[src/common/periph_pkg.sv]
// ---------------------------------------------------------------------
// Shared definitions for the peripheral subsystem
// Bus widths, region and offset types, interrupt priority type
// Register address map of the interrupt controller and the timers
// ---------------------------------------------------------------------

package periph_pkg;

    // Bus types
    typedef logic [31:0] addr_t;
    typedef logic [31:0] data_t;
    typedef logic [3:0]  region_t;  // Address bits 15:12
    typedef logic [11:0] offset_t;  // Address bits 11:0

    // Priority 0 never interrupts
    typedef logic [2:0] prio_t;

    // ---------------------------------------------------------------------
    // Region map
    // ---------------------------------------------------------------------
    localparam region_t RegionPlic  = 4'd0;
    localparam region_t RegionTimer = 4'd1;

    // ---------------------------------------------------------------------
    // Interrupt controller offsets
    // ---------------------------------------------------------------------
    // Source priorities at 4*s for source ID s
    localparam offset_t PlicPendingOffs = 12'h080;  // Bit s is source ID s
    localparam offset_t PlicEnableOffs  = 12'h100;  // Plus 4*t
    localparam offset_t PlicThreshOffs  = 12'h200;  // Plus 8*t
    localparam offset_t PlicClaimOffs   = 12'h204;  // Plus 8*t

    // ---------------------------------------------------------------------
    // Timer offsets
    // ---------------------------------------------------------------------
    localparam int      TimerStride    = 16;  // Bytes between timers
    localparam offset_t TimerCountOffs = 12'h000;
    localparam offset_t TimerCmpOffs   = 12'h004;
    localparam offset_t TimerCtrlOffs  = 12'h008;

    // Read data of an unmapped region
    localparam data_t ErrData = 32'hDEAD_BEEF;

endpackage

[src/plic/plic_target.sv]
// ---------------------------------------------------------------------
// Interrupt controller target
// Highest priority pending and enabled source above the threshold
// Lowest ID wins a tie, ID 0 when nothing qualifies
// ---------------------------------------------------------------------

`timescale 1ns/100ps

module plic_target #(
    parameter int NumSources = 4
) (
    input  periph_pkg::prio_t [NumSources-1:0] prio_i,
    input  logic [NumSources-1:0]              pending_i,
    input  logic [NumSources-1:0]              enable_i,
    input  periph_pkg::prio_t                  threshold_i,
    output periph_pkg::data_t                  claim_id_o,
    output logic                               eip_o
);
    import periph_pkg::*;

    prio_t best_prio;
    data_t best_id;

    // Scan upwards, strict compare keeps the lowest ID on a tie
    always_comb begin
        best_prio = threshold_i;  // Must beat the threshold
        best_id   = '0;
        for (int i = 0; i < NumSources; i++) begin
            if (pending_i[i] && enable_i[i] && prio_i[i] > best_prio) begin
                best_prio = prio_i[i];
                best_id   = data_t'(i + 1);
            end
        end
    end

    assign claim_id_o = best_id;
    assign eip_o      = (best_id != '0);

endmodule

[src/plic/plic_regs.sv]
// ---------------------------------------------------------------------
// Interrupt controller register file
// Source priorities, level gateways, pending and in-service state
// Per-target enable, threshold and claim/complete
// ---------------------------------------------------------------------

`timescale 1ns/100ps

module plic_regs #(
    parameter int NumSources = 4,
    parameter int NumTargets = 2
) (
    input  logic                  clk_i,
    input  logic                  rst_n_i,
    input  logic                  sel_i,
    input  periph_pkg::offset_t   offset_i,
    input  logic                  write_i,
    input  periph_pkg::data_t     wdata_i,
    input  logic [NumSources-1:0] irq_src_i,
    output periph_pkg::data_t     rdata_o,
    output logic [NumTargets-1:0] eip_o
);
    import periph_pkg::*;

    // Index i holds source ID i+1
    prio_t [NumSources-1:0]                 prio_q;
    logic  [NumSources-1:0]                 pending_q;
    logic  [NumSources-1:0]                 in_service_q;
    logic  [NumTargets-1:0][NumSources-1:0] enable_q;
    prio_t [NumTargets-1:0]                 thresh_q;
    data_t [NumTargets-1:0]                 claim_id;

    logic [NumSources-1:0] prio_hit;
    logic                  pending_hit;
    logic [NumTargets-1:0] enable_hit;
    logic [NumTargets-1:0] thresh_hit;
    logic [NumTargets-1:0] claim_hit;
    logic [NumSources-1:0] claim_clr;
    logic [NumSources-1:0] complete;
    logic                  wr_en;
    logic                  rd_en;

    assign wr_en = sel_i && write_i;
    assign rd_en = sel_i && !write_i;

    // ---------------------------------------------------------------------
    // Offset match
    // ---------------------------------------------------------------------
    always_comb begin
        pending_hit = (offset_i == PlicPendingOffs);
        for (int i = 0; i < NumSources; i++) begin
            prio_hit[i] = (offset_i == offset_t'(4 * (i + 1)));
        end
        for (int t = 0; t < NumTargets; t++) begin
            enable_hit[t] = (offset_i == PlicEnableOffs + offset_t'(4 * t));
            thresh_hit[t] = (offset_i == PlicThreshOffs + offset_t'(8 * t));
            claim_hit[t]  = (offset_i == PlicClaimOffs + offset_t'(8 * t));
        end
    end

    // Unknown offsets read 0
    always_comb begin
        rdata_o = '0;
        if (pending_hit) rdata_o = data_t'({pending_q, 1'b0});
        for (int i = 0; i < NumSources; i++) begin
            if (prio_hit[i]) rdata_o = data_t'(prio_q[i]);
        end
        for (int t = 0; t < NumTargets; t++) begin
            if (enable_hit[t]) rdata_o = data_t'({enable_q[t], 1'b0});
            if (thresh_hit[t]) rdata_o = data_t'(thresh_q[t]);
            if (claim_hit[t])  rdata_o = claim_id[t];
        end
    end

    // Claim on read, complete on write of the ID
    always_comb begin
        claim_clr = '0;
        complete  = '0;
        for (int t = 0; t < NumTargets; t++) begin
            for (int i = 0; i < NumSources; i++) begin
                if (rd_en && claim_hit[t] && claim_id[t] == data_t'(i + 1)) claim_clr[i] = 1'b1;
                if (wr_en && claim_hit[t] && wdata_i == data_t'(i + 1))     complete[i]  = 1'b1;
            end
        end
    end

    always_ff @(posedge clk_i or negedge rst_n_i) begin
        if (!rst_n_i) begin
            prio_q       <= '0;
            pending_q    <= '0;
            in_service_q <= '0;
            enable_q     <= '0;
            thresh_q     <= '0;
        end else begin
            // Level gateway, no new request while in service
            pending_q    <= (pending_q | (irq_src_i & ~in_service_q)) & ~claim_clr;
            in_service_q <= (in_service_q | claim_clr) & ~complete;
            if (wr_en) begin
                for (int i = 0; i < NumSources; i++) begin
                    if (prio_hit[i]) prio_q[i] <= wdata_i[$bits(prio_t)-1:0];
                end
                for (int t = 0; t < NumTargets; t++) begin
                    if (enable_hit[t]) enable_q[t] <= wdata_i[NumSources:1];
                    if (thresh_hit[t]) thresh_q[t] <= wdata_i[$bits(prio_t)-1:0];
                end
            end
        end
    end

    // ---------------------------------------------------------------------
    // Per-target selection
    // ---------------------------------------------------------------------
    for (genvar t = 0; t < NumTargets; t++) begin : gen_target
        plic_target #(
            .NumSources ( NumSources )
        ) u_target (
            .prio_i      ( prio_q      ),
            .pending_i   ( pending_q   ),
            .enable_i    ( enable_q[t] ),
            .threshold_i ( thresh_q[t] ),
            .claim_id_o  ( claim_id[t] ),
            .eip_o       ( eip_o[t]    )
        );
    end

endmodule

[src/timer/periph_timer.sv]
// ---------------------------------------------------------------------
// Compare timers
// Per timer count, compare and control registers
// Sticky match flag drives one interrupt source per timer
// ---------------------------------------------------------------------

`timescale 1ns/100ps

module periph_timer #(
    parameter int NumTimers = 2
) (
    input  logic                 clk_i,
    input  logic                 rst_n_i,
    input  logic                 sel_i,
    input  periph_pkg::offset_t  offset_i,
    input  logic                 write_i,
    input  periph_pkg::data_t    wdata_i,
    output periph_pkg::data_t    rdata_o,
    output logic [NumTimers-1:0] irq_o
);
    import periph_pkg::*;

    data_t [NumTimers-1:0] count_q;
    data_t [NumTimers-1:0] cmp_q;
    logic  [NumTimers-1:0] enable_q;  // Control bit 0
    logic  [NumTimers-1:0] flag_q;    // Control bit 1
    logic  [NumTimers-1:0] count_hit;
    logic  [NumTimers-1:0] cmp_hit;
    logic  [NumTimers-1:0] ctrl_hit;
    logic                  wr_en;

    assign wr_en = sel_i && write_i;
    assign irq_o = flag_q;

    always_comb begin
        offset_t base;
        for (int k = 0; k < NumTimers; k++) begin
            base         = offset_t'(TimerStride * k);
            count_hit[k] = (offset_i == base + TimerCountOffs);
            cmp_hit[k]   = (offset_i == base + TimerCmpOffs);
            ctrl_hit[k]  = (offset_i == base + TimerCtrlOffs);
        end
    end

    // Unknown offsets read 0
    always_comb begin
        rdata_o = '0;
        for (int k = 0; k < NumTimers; k++) begin
            if (count_hit[k]) rdata_o = count_q[k];
            if (cmp_hit[k])   rdata_o = cmp_q[k];
            if (ctrl_hit[k])  rdata_o = data_t'({flag_q[k], enable_q[k]});
        end
    end

    // ---------------------------------------------------------------------
    // Counters
    // ---------------------------------------------------------------------
    always_ff @(posedge clk_i or negedge rst_n_i) begin
        if (!rst_n_i) begin
            count_q  <= '0;
            cmp_q    <= '0;
            enable_q <= '0;
            flag_q   <= '0;
        end else begin
            for (int k = 0; k < NumTimers; k++) begin
                if (enable_q[k]) begin
                    if (count_q[k] == cmp_q[k]) begin
                        count_q[k] <= '0;
                        flag_q[k]  <= 1'b1;
                    end else begin
                        count_q[k] <= count_q[k] + 1'b1;
                    end
                end
                // Bus writes override the count update
                if (wr_en && count_hit[k]) count_q[k] <= wdata_i;
                if (wr_en && cmp_hit[k])   cmp_q[k]   <= wdata_i;
                if (wr_en && ctrl_hit[k]) begin
                    enable_q[k] <= wdata_i[0];
                    if (wdata_i[1]) flag_q[k] <= 1'b0;  // Write 1 to clear
                end
            end
        end
    end

endmodule

[src/verilog/periph_decode.sv]
// ---------------------------------------------------------------------
// Register bus address decode
// Region select strobes, shared offset and write data
// Registered response with error responder for unmapped regions
// ---------------------------------------------------------------------

`timescale 1ns/100ps

module periph_decode (
    input  logic                clk_i,
    input  logic                rst_n_i,
    input  logic                req_valid_i,
    input  periph_pkg::addr_t   req_addr_i,
    input  logic                req_write_i,
    input  periph_pkg::data_t   req_wdata_i,
    input  periph_pkg::data_t   plic_rdata_i,
    input  periph_pkg::data_t   timer_rdata_i,
    output logic                plic_sel_o,
    output logic                timer_sel_o,
    output periph_pkg::offset_t offset_o,
    output logic                write_o,
    output periph_pkg::data_t   wdata_o,
    output logic                rsp_valid_o,
    output periph_pkg::data_t   rsp_rdata_o,
    output logic                rsp_error_o
);
    import periph_pkg::*;

    region_t region;
    logic    hit;
    data_t   rdata_d;

    assign region   = req_addr_i[15:12];
    assign offset_o = req_addr_i[11:0];
    assign write_o  = req_write_i;
    assign wdata_o  = req_wdata_i;

    // One strobe per mapped block
    assign plic_sel_o  = req_valid_i && (region == RegionPlic);
    assign timer_sel_o = req_valid_i && (region == RegionTimer);
    assign hit         = plic_sel_o || timer_sel_o;

    always_comb begin
        if (!hit) begin
            rdata_d = ErrData;
        end else if (req_write_i) begin
            rdata_d = '0;
        end else if (plic_sel_o) begin
            rdata_d = plic_rdata_i;
        end else begin
            rdata_d = timer_rdata_i;
        end
    end

    // Response one cycle after the request
    always_ff @(posedge clk_i or negedge rst_n_i) begin
        if (!rst_n_i) begin
            rsp_valid_o <= 1'b0;
            rsp_error_o <= 1'b0;
            rsp_rdata_o <= '0;
        end else begin
            rsp_valid_o <= req_valid_i;
            if (req_valid_i) begin
                rsp_error_o <= !hit;  // Reads and writes alike
                rsp_rdata_o <= rdata_d;
            end
        end
    end

endmodule

[src/verilog/periph_top.sv]
// ---------------------------------------------------------------------
// Peripheral subsystem top level
// Register bus decode, interrupt controller and compare timers
// ---------------------------------------------------------------------

`timescale 1ns/100ps

module periph_top #(
    parameter int NumExtIrq  = 2,
    parameter int NumTimers  = 2,
    parameter int NumTargets = 2
) (
    input  logic                  clk_i,
    input  logic                  rst_n_i,
    input  logic                  req_valid_i,
    input  periph_pkg::addr_t     req_addr_i,
    input  logic                  req_write_i,
    input  periph_pkg::data_t     req_wdata_i,
    input  logic [NumExtIrq-1:0]  ext_irq_i,
    output logic                  rsp_valid_o,
    output periph_pkg::data_t     rsp_rdata_o,
    output logic                  rsp_error_o,
    output logic [NumTargets-1:0] eip_o
);
    import periph_pkg::*;

    localparam int NumSources = NumExtIrq + NumTimers;

    logic                 plic_sel;
    logic                 timer_sel;
    offset_t              offset;
    logic                 write;
    data_t                wdata;
    data_t                plic_rdata;
    data_t                timer_rdata;
    logic [NumTimers-1:0] timer_irq;

    periph_decode u_decode (
        .clk_i         ( clk_i       ),
        .rst_n_i       ( rst_n_i     ),
        .req_valid_i   ( req_valid_i ),
        .req_addr_i    ( req_addr_i  ),
        .req_write_i   ( req_write_i ),
        .req_wdata_i   ( req_wdata_i ),
        .plic_rdata_i  ( plic_rdata  ),
        .timer_rdata_i ( timer_rdata ),
        .plic_sel_o    ( plic_sel    ),
        .timer_sel_o   ( timer_sel   ),
        .offset_o      ( offset      ),
        .write_o       ( write       ),
        .wdata_o       ( wdata       ),
        .rsp_valid_o   ( rsp_valid_o ),
        .rsp_rdata_o   ( rsp_rdata_o ),
        .rsp_error_o   ( rsp_error_o )
    );

    // External sources take the low IDs, timers follow
    plic_regs #(
        .NumSources ( NumSources ),
        .NumTargets ( NumTargets )
    ) u_plic (
        .clk_i     ( clk_i                    ),
        .rst_n_i   ( rst_n_i                  ),
        .sel_i     ( plic_sel                 ),
        .offset_i  ( offset                   ),
        .write_i   ( write                    ),
        .wdata_i   ( wdata                    ),
        .irq_src_i ( {timer_irq, ext_irq_i}   ),
        .rdata_o   ( plic_rdata               ),
        .eip_o     ( eip_o                    )
    );

    periph_timer #(
        .NumTimers ( NumTimers )
    ) u_timer (
        .clk_i    ( clk_i       ),
        .rst_n_i  ( rst_n_i     ),
        .sel_i    ( timer_sel   ),
        .offset_i ( offset      ),
        .write_i  ( write       ),
        .wdata_i  ( wdata       ),
        .rdata_o  ( timer_rdata ),
        .irq_o    ( timer_irq   )
    );

endmodule

[config.mk]
export PLATFORM = sky130hd
export DESIGN_NAME = periph_top
export DESIGN_NICKNAME = d
export VERILOG_FILES = /design/src/common/periph_pkg.sv /design/src/plic/plic_target.sv /design/src/plic/plic_regs.sv /design/src/timer/periph_timer.sv /design/src/verilog/periph_decode.sv /design/src/verilog/periph_top.sv
export SDC_FILE = /design/constraint.sdc
export NUM_CORES = 1
export LEC_CHECK = 0
export BUFFER_PORTS_ARGS = -buffer_cell sky130_fd_sc_hd__buf_2
export CAP_MARGIN = 0
export CORE_MARGIN = 2
export CORE_UTILIZATION = 50
export CTS_BUF_LIST = sky130_fd_sc_hd__clkbuf_8
export CTS_CLUSTER_SIZE = 25
export DETAILED_ROUTE_END_ITERATION = 10
export GPL_TIMING_DRIVEN = 0
export PLACE_DENSITY_LB_ADDON = 0.1
export SETUP_SLACK_MARGIN = 0.3
export SLEW_MARGIN = 10
export SYNTH_ARGS = -nofsm -noshare
export SYNTH_HDL_FRONTEND = slang
export SYNTH_SLANG_ARGS = --single-unit
[constraint.sdc]
create_clock -name clk_i -period 14.47 [get_ports clk_i]
set_clock_uncertainty 0.2 [all_clocks]
set_input_delay 2.894 -clock clk_i [delete_from_list [all_inputs] [get_ports clk_i]]
set_output_delay 2.894 -clock clk_i [all_outputs]
set_load 0.02 [all_outputs]
-- After elaboration in Yosys (flattened, before gate mapping)
Index checks and enable logic that the tools add are counted.
- memories kept: 0
- register bits: 200
- output and inout bits: 36
- RAM bits: 0
- bits in read-only memories: 0
- word-level logic and storage cells: 194
- latch bits: 0
- input port bits: 70
- eq/ne operators: 28
- bitwise logic cells: 8
- order comparisons: 8
- multiplexer cells: 64
- add/sub/neg operators: 2
- div/mod/pow operators: 0
- shifts and indexed selects: 0
- $mul: 0
- reductions and logical operators: 64
- operator list (operator ; number):
    $mux 32 ; 25
    $eq 32x2->1 const B ; 6
    $eq 32x1->1 const B ; 3
    $eq 32x3->1 const B ; 3
    $add 32x1->32 const B ; 2
    $eq 32x32->1 ; 2
    $reduce_bool 32->1 ; 2
    $eq 12x10->1 const B ; 4
    $logic_and 1x1->1 ; 47
    $eq 12x5->1 const B ; 3
    $mux 5 ; 7
    $mux 1 ; 26
    $eq 12x4->1 const B ; 2
    $eq 12x9->1 const B ; 2
    $gt 3x3->1 ; 8
    $mux 3 ; 6
    $reduce_and 2->1 ; 8
    $and 4x4->4 ; 3
    $eq 12x3->1 const B ; 1
    $eq 12x8->1 const B ; 1
    $logic_not 12->1 ; 1
    $not 4->4 ; 3
    $or 4x4->4 ; 2
    $eq 4x1->1 const B ; 1
    4 further kinds ; 6

-- Depth between registers and ports, before layout
- depth in word-level cells: 19
- mapped depth: 31
- gate-level depth less buffers: 30

-- Cells and area by module
From an unflattened synthesis, not the netlist that was laid out.
- cell total of the unflattened synthesis: 1598
- area, all modules: 14365.0 um^2
- modules (own cells, without submodules) (module ; cells each ; area an instance (um^2) ; seq. area each (um^2) ; times used):
    periph_timer ; 928 ; 8461.9 ; 3303.2 ; 1
    plic_regs ; 278 ; 2501.1 ; 850.8 ; 1
    periph_decode ; 197 ; 1931.9 ; 850.8 ; 1
    plic_target (u_plic.gen_target[1].u_target) ; 96 ; 749.5 ; 0.0 ; 1
    plic_target (u_plic.gen_target[0].u_target) ; 99 ; 720.7 ; 0.0 ; 1

-- Worst setup path after synthesis
No wires, ideal clock.
- path type: reg2out
- start point: register u_plic.prio_q[1] (netlist name)
- end point: output port eip_o[0]
- cell stages (with the launch flop): 25
- arrival time: 5559 ps
- buffers on the path: 1
- slack: 5817 ps
- cell sequence: dfrtp_1 > ha_1 > inv_1 > o21ai_1 > nand4_2 > o21ai_0 > ha_1 > nor2_1 > or2_2 > o21ai_0 > mux2_2 > a221oi_4 > a21oi_1 > ha_1 > a21o_1 > a21oi_1 > a311oi_2 > mux2_2 > ha_1 > nor2b_1 > o21ai_0 > a21oi_1 > or2_2 > or3b_2 > buf_4
- cells in the longest elaborated chain, start to end: 13
- elaborated cells on any way between the ends: 16
- those cells by class: 4 x order compare; 7 x mux; 5 x reduce/logical
- RTL lines (item ; line ; text):
    start, declared ; plic_regs.sv:26 ; prio_t [NumSources-1:0] prio_q;
    start signal, assigned by index ; plic_regs.sv:100 ; if (prio_hit[i]) prio_q[i] <= wdata_i[$bits(prio_t)-1:0];
    $gt 3x3->1 ; plic_target.sv:29 ; if (pending_i[i] && enable_i[i] && prio_i[i] > best_prio) begin
    $logic_and 1x1->1 ; plic_target.sv:29 ;
    $mux 3 ; plic_target.sv:29 ;
    $gt 3x3->1 ; plic_target.sv:29 ;
    $logic_and 1x1->1 ; plic_target.sv:29 ;
    $mux 3 ; plic_target.sv:29 ;
    $gt 3x3->1 ; plic_target.sv:29 ;
    $logic_and 1x1->1 ; plic_target.sv:29 ;
    $mux 3 ; plic_target.sv:29 ;
    $gt 3x3->1 ; plic_target.sv:29 ;
    $logic_and 1x1->1 ; plic_target.sv:29 ;
    $mux 32 * ; plic_target.sv:29 ;
    $reduce_bool 32->1 * ; plic_target.sv:37 ; assign eip_o = (best_id != '0);
    end, declared ; periph_top.sv:23 ; output logic [NumTargets-1:0] eip_o
Mark *: on every way between the ends. The rest lies on a longest branch, timed or not.

-- Worst setup path after layout
- start point: register u_plic.prio_q[2] (netlist name)
- end point: output port eip_o[0]
Same word-level chain as after synthesis.

==> results.txt <==
The run finished with clean final reports. The routed design has 38.68 mm of wire. The slowest stage of the critical path belongs to the cell sky130_fd_sc_hd__a311oi_2. Number of nets in the finished design: 1,452. The tools report the library cell used as clock root buffer as sky130_fd_sc_hd__clkbuf_8.

The routed length per placed instance is 22.88 um. The worst setup path is launched from a flop. The depth of the CTS H-tree came out at 4.

The CTS buffer count came out at 17. The power density relative to cell area was 75.10 mW/mm^2. The maximum ir drop on the vdd rail was 0.05778 mV.

At the pin with the least slew margin, the transition time is 0.8898 ns. At the end of routability-driven placement, the weighted congestion stood at 0.9471. The number of global-route vias before repair came out at 9,569.

Counting every instance in the synthesized netlist gives 1,252. Summing every instance area after synthesis gives 0.01185 sq mm. The top cell types in the final layout, fill and taps aside, are 200 x sky130_fd_sc_hd__dfrtp_1, 131 x sky130_fd_sc_hd__nand2_1, 105 x sky130_fd_sc_hd__o21ai_0, 95 x sky130_fd_sc_hd__buf_2, 90 x sky130_fd_sc_hd__mux2_2.

Each instance of the synthesized netlist takes up on average 9.468 sq um. Clock transition time at the flip-flop clock pins of the worst setup and hold paths: 0.12 ns. The distinct cell type count after synthesis was 75. For the reported max-cap violation count, the log shows 0. After detailed routing, the number of remaining DRC violations is 0. After the first detailed-routing iteration, the DRC count stood at 1,018. The maximum cell stage delay along the critical path came out at 0.55 ns.

The library cell used most frequently in the layout, excluding fill and tap cells, is sky130_fd_sc_hd__dfrtp_1. Critical path's most frequent cell: sky130_fd_sc_hd__ha_1. The number of nets with antenna violations after detailed routing came out at 0. The logs give 0 for the initial antenna violation count and 40.22% for the worst-case headroom to the max-slew limit. After floorplanning, the core was sized to cover 0.02340 sq mm.

For this configuration, the core starts out at a cell density of 50.65%. Detailed placement ended at an HPWL of 29.85 mm. I/O pin count: 106. Setup repair after global routing left no endpoint under its margin. In the routed layout, each cell is associated on average with a via count of 6.148. Hold repair after CTS inserted 0 buffers.

The final critical path takes up 73.14% of the cycle. The die boundary width came out at 158.0 um. STA classifies the critical path endpoint as a primary output. The clock passes through at most 2 buffers. Once layout is complete, the cells apart from fillers number 1,691. The reported leakage power came out at 5.469 nW.

The number of hold violations in the final report was 0; the maximum clock frequency was 94.49 MHz. At the worst endpoint, the arrival time is 7.49 ns. In this run the vertical extent of the chip is 158.0 um. The final period demand of the worst path is 10.58 ns. The overall overflow remaining after global route was 0. Hold is met by 0.3043 ns. For the required time at the worst-slack endpoint, the log shows 11.38 ns. The critical path contains buffers and inverters numbering 2 combined.

The CTS sink count is 200, and the first-pass detailed-route iteration total is 7. The count of flip-flops with a built-in enable after synthesis works out to 0. The share of cells above drive strength 1 came out at 18.59%. The worst hold path belongs to the class flop to flop.

For the number of vias in the routed layout, the log shows 10,400. The floorplan die area was 0.02496 sq mm. Once routing completed, OpenROAD measured the worst setup slack at 3.886 ns.

Most common flop cell mapped by yosys: sky130_fd_sc_hd__dfrtp_1. At the placement stage, the worst setup path has a slack of 4.559 ns. In this design, the largest share of critical-path delay is due to compound AO/OA/AOI/OAI gates. The initialized floorplan defines 56 standard-cell rows. The clock reaches the later pin of the worst-skew pair after 0.49 ns.

The total count of max-transition violations in the final report is 0, and the count of final setup violators is 0. The tools report the fraction of the core area covered by cells at the end of the flow as 56.05%. TritonCTS built the clock tree. Number of nets in the synthesized netlist: 1,345. The number of antenna diodes in the final layout is 0. Gates resized during post-CTS repair numbered 0. The logs give 58.19 mm for the global-route wire length before repair and 0 for the number of post-CTS setup repair buffers. The post-synthesis to final-layout area growth was 10.65%; the global-route total usage across every layer was 31.59%. The number of warnings printed during yosys synthesis was 0; the pin count of the biggest net entering global routing was 72. The maximum fanout along the worst path is 9. The count of buffers added on input and output ports is 86. After synthesis the netlist holds a flip-flop and latch count of 200.

The worst setup path is of the flop to primary output kind. In this run, placement finished with an instance count of 1,659. The sequential element share of the synthesized area was 42.22%; the setup total negative slack was 0 ns. After synthesis, the share of flip-flops with an asynchronous set or reset is 100.0%.
[cell usage after synthesis (4+ instances only)]
master                       n  area share, %
sky130_fd_sc_hd__o21ai_1    10           0.42
sky130_fd_sc_hd__nand2_1   131            4.1
sky130_fd_sc_hd__mux2_2     90            8.5
sky130_fd_sc_hd__xnor2_1     6           0.44
sky130_fd_sc_hd__or2_2       5           0.26
sky130_fd_sc_hd__buf_1       6           0.19
sky130_fd_sc_hd__nor3_1     32            1.4
sky130_fd_sc_hd__or3_1       4           0.21
sky130_fd_sc_hd__a31oi_1    10           0.53
sky130_fd_sc_hd__o22a_1     21            1.6
sky130_fd_sc_hd__o21ai_0   105            4.4
sky130_fd_sc_hd__nor2_1     65            2.1
sky130_fd_sc_hd__nand4_1    19            1.0
sky130_fd_sc_hd__buf_2      10           0.42
sky130_fd_sc_hd__nor2_2      4           0.21
sky130_fd_sc_hd__clkbuf_1   54            1.7
sky130_fd_sc_hd__nand2b_1    4           0.21
sky130_fd_sc_hd__ha_1       23            2.4
sky130_fd_sc_hd__a21oi_1    61            2.6
sky130_fd_sc_hd__nor3b_1    11           0.70
sky130_fd_sc_hd__inv_1      37            1.2
sky130_fd_sc_hd__buf_4       5           0.32
sky130_fd_sc_hd__a221oi_1   13           0.96
sky130_fd_sc_hd__a22o_1      7           0.52
sky130_fd_sc_hd__and4_1      5           0.37
sky130_fd_sc_hd__nor4_1     28            1.5
sky130_fd_sc_hd__xor2_1     87            6.4
sky130_fd_sc_hd__and3_1     22            1.2
sky130_fd_sc_hd__o22ai_1     8           0.42
sky130_fd_sc_hd__and2_1      7           0.37
sky130_fd_sc_hd__nor2b_1     4           0.21
sky130_fd_sc_hd__dfrtp_1   200             42
sky130_fd_sc_hd__nand3_1    33            1.4
sky130_fd_sc_hd__a22oi_1    62            3.9
sky130_fd_sc_hd__mux2i_1     7           0.59
[registers in the layout, indices dropped and copies added, names as in the netlist]
signal,count
u_decode.rsp_error_o,1
u_decode.rsp_rdata_o,32
u_decode.rsp_valid_o,1
u_plic.enable_q,8
u_plic.in_service_q,4
u_plic.pending_q,4
u_plic.prio_q,12
u_plic.thresh_q,6
u_timer.cmp_q,64
u_timer.count_q,64
u_timer.enable_q,2
u_timer.irq_o,2
[report_power, final]
part	total [W]	internal [W]	switching, W
clock	0.000353	0.000127	0.000226
combinational	0.0000652	0.0000177	0.0000476
sequential	0.000567	0.000563	0.00000337
[worst min-delay path, stage by stage (launching register included)]
cell                      delay, ns
sky130_fd_sc_hd__dfrtp_1       0.36
sky130_fd_sc_hd__nor2_1        0.04
sky130_fd_sc_hd__nor2_1        0.07
[cell families (layout without fill, tap and decap cells)]
family | after synthesis | after routing | synth area share, %
compound gates | 323 | 323 | 17.43
xor+xnor | 93 | 93 | 6.871
fa+ha+maj | 23 | 23 | 2.428
buf+inv | 113 | 233 | 3.905
flops | 200 | 200 | 42.22
mux | 97 | 97 | 9.141
simple gates | 403 | 403 | 18.01
[metal layers]
| layer | up-vias | track usage [%] | part of all wire (%) |
|---|---|---|---|
| met1 | 5141 | 48.78 | 46 |
| met2 | 421 | 44.97 | 43 |
| met5 | - | 0 | 0 |
| li1 | 4791 | - | - |
| met4 | 0 | 8.237 | 1.8 |
| met3 | 44 | 6.324 | 8.9 |
[metrics by stage]
step / area, sq um / total power (W)
global placement: 12680 / 0.0006404
detailed placement: 12750 / 0.0006427
floorplan: 11850 / 0.0005978
finish: 13120 / 0.0009850
global route: 13120 / 0.001016
CTS: 13120 / 0.0009901
[path summary, 6_finish.rpt]
check / to / slack (ns) / cells after the start / from
max: eip_o[0] / 3.89 / 26 / u_plic.prio_q[2]
min: u_decode.rsp_error_o / 0.30 / 2 / u_decode.rsp_error_o
max reg2reg: u_plic.in_service_q[0] / 6.96 / 26 / u_plic.prio_q[2]
min reg2reg: u_decode.rsp_error_o / 0.30 / 2 / u_decode.rsp_error_o
max in group asynchronous: u_timer.count_q[0] / 10.82 / 3 / rst_n_i
min in group asynchronous: u_timer.count_q[62] / 2.13 / 1 / rst_n_i
[final cells by class]
class                   count  area, sq um
clock buffers              17        234.0
well taps                 319        399.1
repair buffers             88        495.5
inverters                  37        138.9
multi-input cells         939         6386
plain buffers              76        324.1
clock inverters            15        133.9
flip-flops and latches    200         5005
fillers                  2219        10290
Power figures use the tool's default switching activity.
